[config.mk]
export PLATFORM = sky130hd
export DESIGN_NAME = tile_ctrl_top
export DESIGN_NICKNAME = d
export VERILOG_FILES = /design/src/hw/tile_ctrl_pkg.sv /design/src/hw/tile_ctrl_top.sv /design/src/hw/edge_padder.sv /design/src/hw/step_sequencer.sv /design/src/hw/flow_throttle.sv
export SDC_FILE = /design/constraint.sdc
export NUM_CORES = 1
export LEC_CHECK = 0
export ABC_AREA = 1
export BUFFER_PORTS_ARGS = -buffer_cell sky130_fd_sc_hd__buf_2
export CELL_PAD_IN_SITES_DETAIL_PLACEMENT = 1
export CELL_PAD_IN_SITES_GLOBAL_PLACEMENT = 1
export CORE_UTILIZATION = 35
export DETAILED_ROUTE_END_ITERATION = 8
export GPL_TIMING_DRIVEN = 0
export PLACE_DENSITY = 0.75
export REMOVE_ABC_BUFFERS = 1
export SLEW_MARGIN = 20
export SYNTH_ARGS = -nofsm -noshare
export SYNTH_HDL_FRONTEND = slang
export SYNTH_SLANG_ARGS = --single-unit
export TNS_END_PERCENT = 30
[constraint.sdc]
create_clock -name clk_i -period 3.8 [get_ports clk_i]
set_clock_uncertainty 0.05 [all_clocks]
set_input_delay 0.76 -clock clk_i [delete_from_list [all_inputs] [get_ports clk_i]]
set_output_delay 0.76 -clock clk_i [all_outputs]
set_load 0.02 [all_outputs]
[src/hw/tile_ctrl_pkg.sv]
/* Shared types and default sizes for the tile controller.
   Modules pick the defaults up as parameter values; the testbench uses the enums. */

package tile_ctrl_pkg;

  // controller step
  typedef enum logic [1:0] {
    IDLE   = 2'd0,
    MATMUL = 2'd1,
    F1     = 2'd2,
    F2     = 2'd3
  } step_e;

  // host layer opcode
  typedef enum logic {
    LINEAR      = 1'b0,
    FEEDFORWARD = 1'b1
  } layer_e;

  // tile edge, power of two
  localparam int unsigned TileM = 8;

  // columns per beat, divides TileM
  localparam int unsigned Lanes = 4;

  // max output beats in flight
  localparam int unsigned FifoDepth = 8;

  localparam int unsigned DimW  = 10; // matrix size width
  localparam int unsigned BiasW = 8;  // one bias lane

endpackage
[src/hw/tile_ctrl_top.sv]
/* Top of the tile-sequencing controller. Host gives layer, sizes and start;
   sequencer, throttle and padder are wired here. */

module tile_ctrl_top #(
  parameter int unsigned TileM     = tile_ctrl_pkg::TileM,
  parameter int unsigned Lanes     = tile_ctrl_pkg::Lanes,
  parameter int unsigned FifoDepth = tile_ctrl_pkg::FifoDepth,
  parameter int unsigned DimW      = tile_ctrl_pkg::DimW,
  parameter int unsigned BiasW     = tile_ctrl_pkg::BiasW
) (
  input  logic                            clk_i,
  input  logic                            rst_ni,
  input  logic                            start_i,
  input  tile_ctrl_pkg::layer_e           layer_i,
  input  logic [DimW-1:0]                 seq_length_i,
  input  logic [DimW-1:0]                 embed_size_i,
  input  logic [DimW-1:0]                 proj_space_i,
  input  logic [DimW-1:0]                 ff_size_i,
  input  logic                            inp_valid_i,
  input  logic                            weight_valid_i,
  input  logic                            bias_valid_i,
  input  logic [Lanes-1:0][BiasW-1:0]     bias_i,
  input  logic                            oup_valid_i,
  input  logic                            oup_ready_i,
  output logic                            inp_ready_o,
  output logic                            weight_ready_o,
  output logic                            bias_ready_o,
  output logic                            calc_en_o,
  output tile_ctrl_pkg::step_e            step_o,
  output logic [DimW-1:0]                 tile_x_o,
  output logic [DimW-1:0]                 tile_y_o,
  output logic [DimW-1:0]                 inner_tile_o,
  output logic                            first_inner_tile_o,
  output logic                            last_inner_tile_o,
  output logic [Lanes-1:0][BiasW-1:0]     bias_pad_o,
  output logic [Lanes-1:0]                requant_add_o
);

  logic [$clog2(TileM*TileM/Lanes)-1:0] beat;
  logic [DimW-1:0]                      first_dim;
  logic [DimW-1:0]                      second_dim;

  step_sequencer #(
    .TileM(TileM),
    .Lanes(Lanes),
    .DimW (DimW)
  ) u_step_sequencer (
    .clk_i             (clk_i),
    .rst_ni            (rst_ni),
    .start_i           (start_i),
    .layer_i           (layer_i),
    .seq_length_i      (seq_length_i),
    .embed_size_i      (embed_size_i),
    .proj_space_i      (proj_space_i),
    .ff_size_i         (ff_size_i),
    .accept_i          (calc_en_o),
    .step_o            (step_o),
    .beat_o            (beat),
    .tile_x_o          (tile_x_o),
    .tile_y_o          (tile_y_o),
    .inner_tile_o      (inner_tile_o),
    .first_inner_tile_o(first_inner_tile_o),
    .last_inner_tile_o (last_inner_tile_o),
    .first_dim_o       (first_dim),
    .second_dim_o      (second_dim)
  );

  flow_throttle #(
    .FifoDepth(FifoDepth)
  ) u_flow_throttle (
    .clk_i            (clk_i),
    .rst_ni           (rst_ni),
    .step_i           (step_o),
    .last_inner_tile_i(last_inner_tile_o),
    .inp_valid_i      (inp_valid_i),
    .weight_valid_i   (weight_valid_i),
    .bias_valid_i     (bias_valid_i),
    .oup_valid_i      (oup_valid_i),
    .oup_ready_i      (oup_ready_i),
    .inp_ready_o      (inp_ready_o),
    .weight_ready_o   (weight_ready_o),
    .bias_ready_o     (bias_ready_o),
    .accept_o         (calc_en_o)
  );

  edge_padder #(
    .TileM(TileM),
    .Lanes(Lanes),
    .DimW (DimW),
    .BiasW(BiasW)
  ) u_edge_padder (
    .clk_i        (clk_i),
    .rst_ni       (rst_ni),
    .accept_i     (calc_en_o),
    .beat_i       (beat),
    .tile_x_i     (tile_x_o),
    .tile_y_i     (tile_y_o),
    .first_dim_i  (first_dim),
    .second_dim_i (second_dim),
    .bias_i       (bias_i),
    .bias_pad_o   (bias_pad_o),
    .requant_add_o(requant_add_o)
  );

endmodule

[src/hw/edge_padder.sv]
/* Edge padding for the bias lanes and the requant-add mask.
   Lanes past the real matrix are zeroed; results register on each accepted beat. */

module edge_padder #(
  parameter int unsigned TileM = tile_ctrl_pkg::TileM,
  parameter int unsigned Lanes = tile_ctrl_pkg::Lanes,
  parameter int unsigned DimW  = tile_ctrl_pkg::DimW,
  parameter int unsigned BiasW = tile_ctrl_pkg::BiasW
) (
  input  logic                                 clk_i,
  input  logic                                 rst_ni,
  input  logic                                 accept_i,
  input  logic [$clog2(TileM*TileM/Lanes)-1:0] beat_i,
  input  logic [DimW-1:0]                      tile_x_i,
  input  logic [DimW-1:0]                      tile_y_i,
  input  logic [DimW-1:0]                      first_dim_i,
  input  logic [DimW-1:0]                      second_dim_i,
  input  logic [Lanes-1:0][BiasW-1:0]          bias_i,
  output logic [Lanes-1:0][BiasW-1:0]          bias_pad_o,
  output logic [Lanes-1:0]                     requant_add_o
);

  localparam int unsigned ShiftM    = $clog2(TileM);
  localparam int unsigned LaneShift = $clog2(Lanes);
  localparam int unsigned CoordW    = DimW + 1; // room for the ragged last tile

  logic [CoordW-1:0]             row;
  logic [CoordW-1:0]             col_base;
  logic [Lanes-1:0]              keep;
  logic [Lanes-1:0][BiasW-1:0]   bias_pad_d, bias_pad_q;
  logic [Lanes-1:0]              requant_q;

  // beat mod M picks the row, beat div M the lane group
  assign row      = (CoordW'(tile_y_i) << ShiftM) + CoordW'(beat_i[ShiftM-1:0]);
  assign col_base = (CoordW'(tile_x_i) << ShiftM)
                  + (CoordW'(beat_i >> ShiftM) << LaneShift);

  always_comb begin
    for (int k = 0; k < Lanes; k++) begin
      keep[k] = (row < CoordW'(first_dim_i))
             && ((col_base + CoordW'(k)) < CoordW'(second_dim_i));
      bias_pad_d[k] = keep[k] ? bias_i[k] : '0;
    end
  end

  always_ff @(posedge clk_i or negedge rst_ni) begin
    if (!rst_ni) begin
      bias_pad_q <= '0;
      requant_q  <= '0;
    end else if (accept_i) begin // hold under back-pressure
      bias_pad_q <= bias_pad_d;
      requant_q  <= keep;
    end
  end

  assign bias_pad_o    = bias_pad_q;
  assign requant_add_o = requant_q;

endmodule

[src/hw/step_sequencer.sv]
/* Step FSM with beat, inner-tile and output-tile counters.
   Advances one beat per accept and reports the outer sizes of the current step. */

module step_sequencer #(
  parameter int unsigned TileM = tile_ctrl_pkg::TileM,
  parameter int unsigned Lanes = tile_ctrl_pkg::Lanes,
  parameter int unsigned DimW  = tile_ctrl_pkg::DimW
) (
  input  logic                                 clk_i,
  input  logic                                 rst_ni,
  input  logic                                 start_i,
  input  tile_ctrl_pkg::layer_e                layer_i,
  input  logic [DimW-1:0]                      seq_length_i,
  input  logic [DimW-1:0]                      embed_size_i,
  input  logic [DimW-1:0]                      proj_space_i,
  input  logic [DimW-1:0]                      ff_size_i,
  input  logic                                 accept_i,
  output tile_ctrl_pkg::step_e                 step_o,
  output logic [$clog2(TileM*TileM/Lanes)-1:0] beat_o,
  output logic [DimW-1:0]                      tile_x_o,
  output logic [DimW-1:0]                      tile_y_o,
  output logic [DimW-1:0]                      inner_tile_o,
  output logic                                 first_inner_tile_o,
  output logic                                 last_inner_tile_o,
  output logic [DimW-1:0]                      first_dim_o,
  output logic [DimW-1:0]                      second_dim_o
);
  import tile_ctrl_pkg::*;

  localparam int unsigned BeatsPerTile = TileM * TileM / Lanes;
  localparam int unsigned BeatW        = $clog2(BeatsPerTile);
  localparam int unsigned ShiftM       = $clog2(TileM);
  localparam int unsigned PadW         = DimW + 1;

  step_e            step_d, step_q;
  logic [BeatW-1:0] beat_d, beat_q;
  logic [DimW-1:0]  tile_x_d, tile_x_q;
  logic [DimW-1:0]  tile_y_d, tile_y_q;
  logic [DimW-1:0]  inner_tile_d, inner_tile_q;

  logic [DimW-1:0]  seq_tiles, embed_tiles, proj_tiles, ff_tiles;
  logic [DimW-1:0]  x_tiles, inner_tiles;
  logic             last_beat, last_inner, last_x, last_y;

  // size / M, rounded up
  function automatic logic [DimW-1:0] num_tiles(input logic [DimW-1:0] size);
    logic [PadW-1:0] padded;
    padded = {1'b0, size} + PadW'(TileM - 1);
    return DimW'(padded >> ShiftM);
  endfunction

  assign seq_tiles   = num_tiles(seq_length_i);
  assign embed_tiles = num_tiles(embed_size_i);
  assign proj_tiles  = num_tiles(proj_space_i);
  assign ff_tiles    = num_tiles(ff_size_i);

  // per-step loop ranges and outer sizes, tile y always runs over seq tiles
  always_comb begin
    x_tiles      = '0;
    inner_tiles  = '0;
    first_dim_o  = '0;
    second_dim_o = '0;
    case (step_q)
      MATMUL: begin
        x_tiles      = proj_tiles;
        inner_tiles  = embed_tiles;
        first_dim_o  = seq_length_i;
        second_dim_o = proj_space_i;
      end
      F1: begin
        x_tiles      = ff_tiles;
        inner_tiles  = embed_tiles;
        first_dim_o  = seq_length_i;
        second_dim_o = ff_size_i;
      end
      F2: begin
        x_tiles      = embed_tiles;
        inner_tiles  = ff_tiles;
        first_dim_o  = seq_length_i;
        second_dim_o = embed_size_i;
      end
      default: ;
    endcase
  end

  assign last_beat  = beat_q == BeatW'(BeatsPerTile - 1);
  assign last_inner = inner_tile_q == inner_tiles - 1'b1;
  assign last_x     = tile_x_q == x_tiles - 1'b1;
  assign last_y     = tile_y_q == seq_tiles - 1'b1;

  always_comb begin
    step_d       = step_q;
    beat_d       = beat_q;
    tile_x_d     = tile_x_q;
    tile_y_d     = tile_y_q;
    inner_tile_d = inner_tile_q;
    if (step_q == IDLE) begin
      if (start_i) begin
        step_d = (layer_i == LINEAR) ? MATMUL : F1;
      end
    end else if (accept_i) begin
      beat_d = beat_q + 1'b1;
      if (last_beat) begin // inner tile done
        beat_d       = '0;
        inner_tile_d = inner_tile_q + 1'b1;
        if (last_inner) begin // output tile done
          inner_tile_d = '0;
          tile_x_d     = tile_x_q + 1'b1;
          if (last_x) begin
            tile_x_d = '0;
            tile_y_d = tile_y_q + 1'b1;
            if (last_y) begin // step done
              tile_y_d = '0;
              step_d   = (step_q == F1) ? F2 : IDLE;
            end
          end
        end
      end
    end
  end

  always_ff @(posedge clk_i or negedge rst_ni) begin
    if (!rst_ni) begin
      step_q       <= IDLE;
      beat_q       <= '0;
      tile_x_q     <= '0;
      tile_y_q     <= '0;
      inner_tile_q <= '0;
    end else begin
      step_q       <= step_d;
      beat_q       <= beat_d;
      tile_x_q     <= tile_x_d;
      tile_y_q     <= tile_y_d;
      inner_tile_q <= inner_tile_d;
    end
  end

  assign step_o             = step_q;
  assign beat_o             = beat_q;
  assign tile_x_o           = tile_x_q;
  assign tile_y_o           = tile_y_q;
  assign inner_tile_o       = inner_tile_q;
  assign first_inner_tile_o = inner_tile_q == '0;
  assign last_inner_tile_o  = (step_q != IDLE) && last_inner;

endmodule

[src/hw/flow_throttle.sv]
/* Beat acceptance and outstanding-output tracking.
   Readies drop while FifoDepth output beats are still in flight. */

module flow_throttle #(
  parameter int unsigned FifoDepth = tile_ctrl_pkg::FifoDepth
) (
  input  logic                 clk_i,
  input  logic                 rst_ni,
  input  tile_ctrl_pkg::step_e step_i,
  input  logic                 last_inner_tile_i,
  input  logic                 inp_valid_i,
  input  logic                 weight_valid_i,
  input  logic                 bias_valid_i,
  input  logic                 oup_valid_i,
  input  logic                 oup_ready_i,
  output logic                 inp_ready_o,
  output logic                 weight_ready_o,
  output logic                 bias_ready_o,
  output logic                 accept_o
);
  import tile_ctrl_pkg::*;

  localparam int unsigned CntW = $clog2(FifoDepth + 1);

  logic [CntW-1:0] ongoing_d, ongoing_q;
  logic            stall, active;
  logic            push, pop;

  assign stall  = ongoing_q >= CntW'(FifoDepth);
  assign active = (step_i != IDLE) && !stall;

  assign inp_ready_o    = active && weight_valid_i;
  assign weight_ready_o = active && inp_valid_i;
  assign bias_ready_o   = active && weight_valid_i;
  assign accept_o       = active && inp_valid_i && weight_valid_i && bias_valid_i;

  assign push = accept_o && last_inner_tile_i; // beat that produces output
  assign pop  = oup_valid_i && oup_ready_i;

  always_comb begin
    ongoing_d = ongoing_q;
    if (push && !pop) begin
      ongoing_d = ongoing_q + 1'b1;
    end else if (pop && !push) begin
      ongoing_d = ongoing_q - 1'b1;
    end
  end

  always_ff @(posedge clk_i or negedge rst_ni) begin
    if (!rst_ni) begin
      ongoing_q <= '0;
    end else begin
      ongoing_q <= ongoing_d;
    end
  end

endmodule

# Yosys cells after proc, flatten, opt, wreduce, memory -nomap -nowiden
# Cells that the tools add are included.
dict set report totals {
  ff_bits 76
  latch_bits 0
  ramBits 0
  mem_bits_ro 0
  in_bits 81
  out_inout_bits 74
  elab_cells 100
  n_memories 0
}
dict set report classes {
  n_addsub 18
  multipliers 0
  n_div 0
  magnitude_cmp 6
  eq_ne 8
  shifts 0
  muxes 23
  bitwise 1
  reduce_logical 33
}
# operator count
set ops {}
lappend ops {{$lt A11 B10 Y1} 5}
lappend ops {{$add A10 B3 Y11 const B} 4}
lappend ops {{$mux W10} 4}
lappend ops {{$mux W8} 4}
lappend ops {{$add A10 B1 Y10 const B} 3}
lappend ops {{$eq A10 B10 Y1} 3}
lappend ops {{$pmux W10 S3} 1}
lappend ops {{$sub A8 B1 Y9 const B} 3}
lappend ops {{$pmux W8 S3} 1}
lappend ops {{$add A11 B2 Y11 const B} 2}
lappend ops {{$add A11 B3 Y11} 2}
lappend ops {{$mux W2} 9}
lappend ops {{$pmux W8 S2} 1}
lappend ops {{$logic_and A1 B1 Y1} 14}
lappend ops {{$reduce_bool A2 Y1} 7}
lappend ops {{$mux W4} 3}
lappend ops {{$add A11 B1 Y11 const B} 1}
lappend ops {{$logic_not A10 Y1} 1}
lappend ops {{$add A4 B1 Y4 const B} 2}
lappend ops {{$reduce_and A6 Y1} 1}
lappend ops {{$reduce_and A5 Y1} 1}
lappend ops {{$eq A2 B2 Y1 const B} 2}
lappend ops {{$eq A4 B4 Y1 const B} 1}
lappend ops {{$ge A4 B4 Y1 const B} 1}
lappend ops {{other kinds (11)} 13}

# Logic depth before layout (Yosys ltp)
dict set report depth {
  depth_word 11
  depth_mapped 26
  ltp_nobuf 26
}

# Cells and area by module
# A second synthesis with hierarchy kept.
dict set report unflattened {
  cells_unflattened 1183
  area_unflattened_um2 7317.0
}
# module instances cells_each area_per_inst_um2 seq_area_each_um2
set modules_own_cells {}
lappend modules_own_cells {step_sequencer 1 878 4963.5 900.9}
lappend modules_own_cells {edge_padder 1 262 2031.9 900.9}
lappend modules_own_cells {flow_throttle 1 43 321.6 100.1}

# Worst setup path after synthesis
# Ideal clock, no wire load.
dict set report synth_path {
  path_type {flip-flop to flip-flop}
  start {register u_step_sequencer.step_q[0], in the netlist u_step_sequencer.step_o[0]}
  end {register u_edge_padder.bias_pad_q (netlist bit u_edge_padder.bias_pad_o[10])}
  setup_time_ns 0.083
  arrival_ns 3.693
  required_ns 3.667
  setup_slack_ns -0.026
  stages_incl_launch_ff 22
  path_buffers 5
  synth_period_minus_slack_ns 3.826
  path_cell_list {dfrtp_1 -> inv_1 -> ha_1 -> inv_2 -> clkbuf_1 -> clkbuf_1 -> buf_1 -> clkbuf_1 -> nand2_1 -> ha_1 -> a21oi_1 -> nand2_1 -> a21oi_1 -> nor2_1 -> nor2_1 -> o21ai_1 -> nand3_1 -> a21boi_1 -> nor3_1 -> nand3_1 -> clkbuf_1 -> o21ai_0}
}
dict set report synth_via {
  elab_chain_cells 6
  elab_cells_between_ends 15
  cone_classes {order compare (2); eq/ne (3); mux (3); reduce/logical (7)}
}
# element line
set synth_rtl {}
lappend synth_rtl {{from (decl)} step_sequencer.sv:35} ;# step_e step_d, step_q;
lappend synth_rtl {{from (signal assigned)} step_sequencer.sv:130} ;# step_q <= step_d;
lappend synth_rtl {{$eq A2 B1 Y1 or $eq A2 B2 Y1 (tied branches)} step_sequencer.sv:63} ;# case (step_q)
lappend synth_rtl {{$reduce_or A3 Y1 (no line)} -}
lappend synth_rtl {{$mux W10} step_sequencer.sv:63}
lappend synth_rtl {{$lt A11 B10 Y1} edge_padder.sv:40} ;# keep[k] = (row < CoordW'(first_dim_i))
lappend synth_rtl {{$logic_and A1 B1 Y1} edge_padder.sv:41} ;# && ((col_base + CoordW'(k)) < CoordW'(second_dim_i));
lappend synth_rtl {{$mux W8} edge_padder.sv:42} ;# bias_pad_d[k] = keep[k] ? bias_i[k] : '0;
lappend synth_rtl {{to (signal assigned)} edge_padder.sv:51} ;# bias_pad_q <= bias_pad_d;
lappend synth_rtl {{to (decl)} edge_padder.sv:30} ;# logic [Lanes-1:0][BiasW-1:0] bias_pad_d, bias_pad_q;
# Several ways; a longest one is shown, not always the timed one.
# A chain may end at the register's enable or synchronous reset.

# Worst setup path after layout
dict set report layout_path {
  start {register u_step_sequencer.step_q[0], in the netlist u_step_sequencer.step_o[0]}
  end {output port last_inner_tile_o}
}
dict set report layout_via {
  elab_chain_cells 6
  elab_cells_between_ends 9
  cone_classes {add/sub (1); eq/ne (4); mux (1); reduce/logical (3)}
}
# element line
set layout_rtl {}
lappend layout_rtl {{$eq A2 B1 Y1 or $eq A2 B2 Y1 (tied branches)} step_sequencer.sv:63}
lappend layout_rtl {{$reduce_or A2 Y1 (no line)} -}
lappend layout_rtl {{$pmux W8 S2} step_sequencer.sv:63}
lappend layout_rtl {{$sub A8 B1 Y9} step_sequencer.sv:87} ;# assign last_inner = inner_tile_q == inner_tiles - 1'b1;
lappend layout_rtl {{$eq A10 B10 Y1} step_sequencer.sv:87}
lappend layout_rtl {{$logic_and A1 B1 Y1 (*)} step_sequencer.sv:144} ;# assign last_inner_tile_o = (step_q != IDLE) && last_inner;
lappend layout_rtl {{to (decl)} tile_ctrl_top.sv:34} ;# output logic last_inner_tile_o,
# Mark *: on every way between the ends. The rest lies on a longest branch, timed or not.

==> reports/qor.txt <==
Final Hold Fails: 0
Yosys top cell area share: 28.3%
worst skew pair latency: 0.35 ns
worst setup path class: reg -> out
residual DRC count: 0
Pins Over Slew Limit: 0
via count: 7149
first-pass GRT wire length: 36000 µm
drt via density: 5.04
Max clock buf depth: 2
largest net degree at the start of global routing: 61
maximum net fanout on the critical path: 6
final wirelength: 22400 µm
Final ANT Viol Nets: 0
Synth Warn #: 0
DR WL/cell: 15.8 µm
Synth Area in Simple Gates: 43.2%
Cell variety after synth: 51
Post-Syn Area: 6720 µm²
critical path arrival: 2.88 ns
most common cell type on the critical path: nand2_1
LEAKAGE: 4.67 nW
Post-synth EDFFs: 0
number of buffers added on ports: 154
FF+latch area: 1900 µm²
Synth Area in Adders: 6.45%
Critical-path top delay cell: dfrtp_2
total gr overflow: 0
Final min period: 3.69 ns
worst path cell trace: inv_2 -> ha_4 -> buf_4 -> buf_4 -> nand3_1 -> nand2_2 -> nand2_4 -> nand2_4 -> a21oi_1 -> nand2_1 -> nand2_1 -> nand2_1 -> nor2_4 -> nand3_4 -> buf_6 -> nor2_4 -> buf_6
CTS root buf: clkbuf_16
outcome: finished, final reports clean
ratio of final minimum period to clock period: 97.1%
initial antenna violation count: 0
Initial DRC Count: 302
Overall Power: 4.38 mW
DR pass1 iterations: 4
compound-cell area share of the yosys netlist: 8.36%
largest family of logic cells by synthesized area: simple AND/OR/NAND/NOR gates
Async S/R FF share, synth: 100%
fill count: 2523
count leader, synth: nand2_1
Max Freq: 0.271 GHz
final setup violation count: 0
# rows: 50
Multi-input gate area: 4320 µm²
critical path required time: 2.99 ns
Crit path largest cell delay: 0.46 ns
clk sink count: 76
Seq/Total Area, Yosys: 28.3%
largest delay contributor family on the critical path: simple AND/OR/NAND/NOR gates
Slew @ Worst Pin: 0.594 ns
Die X: 141 µm
Detail Placement HPWL: 17200 µm
CTS tree: done
share of cells above drive strength 1: 24.6%
GP Congestion: 0.868
top post-synthesis cells by count: 330 x nand2_1, 143 x inv_1, 117 x nand3_1, 76 x dfrtp_1, 50 x nor2_1
area grow syn2layout: 24.2%
die height: 141 µm
number of CTS-inserted buffers: 9
H-tree depth: 3
reg2reg setup slack: 0.24 ns
unrepaired setup endpoints after global routing: yes
post-synthesis xor/xnor area fraction: 3.13%
Crit. End Element: primary output
Final #Nets: 1295
Initial Util: 35.8%
# hold bufs at CTS: 0
HP Class: in -> async
synth top area cells: dfrtp_1 28%, nand2_1 18%, nand3_1 8.7%
core area: 18800 µm²
P per Cell Area: 525 nW/µm²
synthesis-stage register bit count: 76
# diodes: 0
Worst-path clk slew: 0.06 ns
Top FF cell, synth: dfrtp_1
type of origin of the critical path: register
Syn Inst Count: 1015
Post-Syn Area per Cell: 6.62 µm²
Tot GR Track Use: 22.9%
Max VDD drop: 366 µV
post-synthesis mux area share: 0.168%
max-cap violations: 0
I/O pins: 155
Die Area: 19700 µm²
cell taking the most area after synthesis: dfrtp_1
CP Buf/Inv Count: 5
vias in the first global route: 7224
Util after Layout: 44.4%
relative slew slack: 60.1%
-- metal layers --
layer  routed length [µm]  up-vias  global-route usage [%]
met2                10500      171                    38.4
met4                  323        0                    6.29
met3                 1190       18                    4.62
met5                    0        -                       0
met1                10400     3360                    30.0
li1                     -     3600                       -
-- sequential cells by signal, indices dropped and copies added (netlist names) --
| signal | flops |
|---|---|
| u_step_sequencer.beat_o | 4 |
| u_edge_padder.requant_add_o | 4 |
| u_step_sequencer.tile_x_o | 10 |
| u_step_sequencer.inner_tile_o | 10 |
| u_flow_throttle.ongoing_q | 4 |
| u_edge_padder.bias_pad_o | 32 |
| u_step_sequencer.tile_y_o | 10 |
| u_step_sequencer.step_o | 2 |
-- path summary, 6_finish.rpt --
kind | startpoint | to | cells past startpoint
setup / recovery | u_step_sequencer.step_o[0] | last_inner_tile_o | 17
hold / removal | rst_ni | u_edge_padder.bias_pad_o[0] | 1
setup reg to reg | u_step_sequencer.step_o[0] | u_flow_throttle.ongoing_q[3] | 24
hold reg to reg | u_edge_padder.bias_pad_o[2] | u_edge_padder.bias_pad_o[2] | 2
max in group asynchronous | rst_ni | u_step_sequencer.tile_x_o[0] | 2
min in group clk_i | u_edge_padder.bias_pad_o[2] | u_edge_padder.bias_pad_o[2] | 2
-- timing repair --
action / in CTS / in global routing
gates cloned: 0 / 1
gates resized for setup: 21 / 35
endpoints found under the setup margin: 74 / 12
setup buffers: 6 / 14
endpoints found under the hold margin: 0 / 0
pin swaps: 4 / 29
-- cell type report --
cell class / instances / area share, %
Multi-Input combinational cell: 767 / 51.8
Sequential cell: 76 / 22.8
Timing Repair Buffer: 175 / 11.6
Inverter: 151 / 7.08
Tap cell: 234 / 3.51
Clock buffer: 11 / 2.91
Clock inverter: 4 / 0.315
-- power breakdown --
| group | switching, mW | internal, mW | leakage [nW] |
|---|---|---|---|
| sequential | 0.113 | 0.885 | 0.959 |
| combinational | 1.66 | 0.922 | 3.58 |
| clock | 0.343 | 0.455 | 0.131 |
| total | 2.12 | 2.26 | 4.67 |
-- metrics by stage --
step                area, µm²  std cells  setup slack [ns]  hold slack (ns)  TNS (ns)
floorplan                6590        993            -0.403            0.406     -1.69
global placement         7650       1381             -1.20            0.411    -37.89
detailed placement       7670       1382             -1.38            0.416    -48.32
CTS                      8080       1403           0.00382            0.354         0
global route             8340       1418           -0.0521            0.375   -0.0961
finish                   8340       1418             0.111            0.342         0
-- logic make-up (layout without fill, tap and decap cells) --
family,Yosys count,count (layout)
adder cells (fa/ha/maj),34,34
XOR/XNOR,24,24
AND/OR/NAND/NOR,613,614
flip-flops,76,76
AO/OA/AOI/OAI,94,94
buffers and inverters,173,341
multiplexers,1,1
-- cells in the final DEF (no fill, tap or decap), types with 20 or more instances in the layout --
cell     count
inv_1      140
nor2_1      49
dfrtp_1     74
buf_4       20
buf_2      150
nand3_1    112
o21ai_0     43
nand2_1    324
nand4_1     24
ha_1        27
No activity file was read; power rests on OpenSTA's default activity.
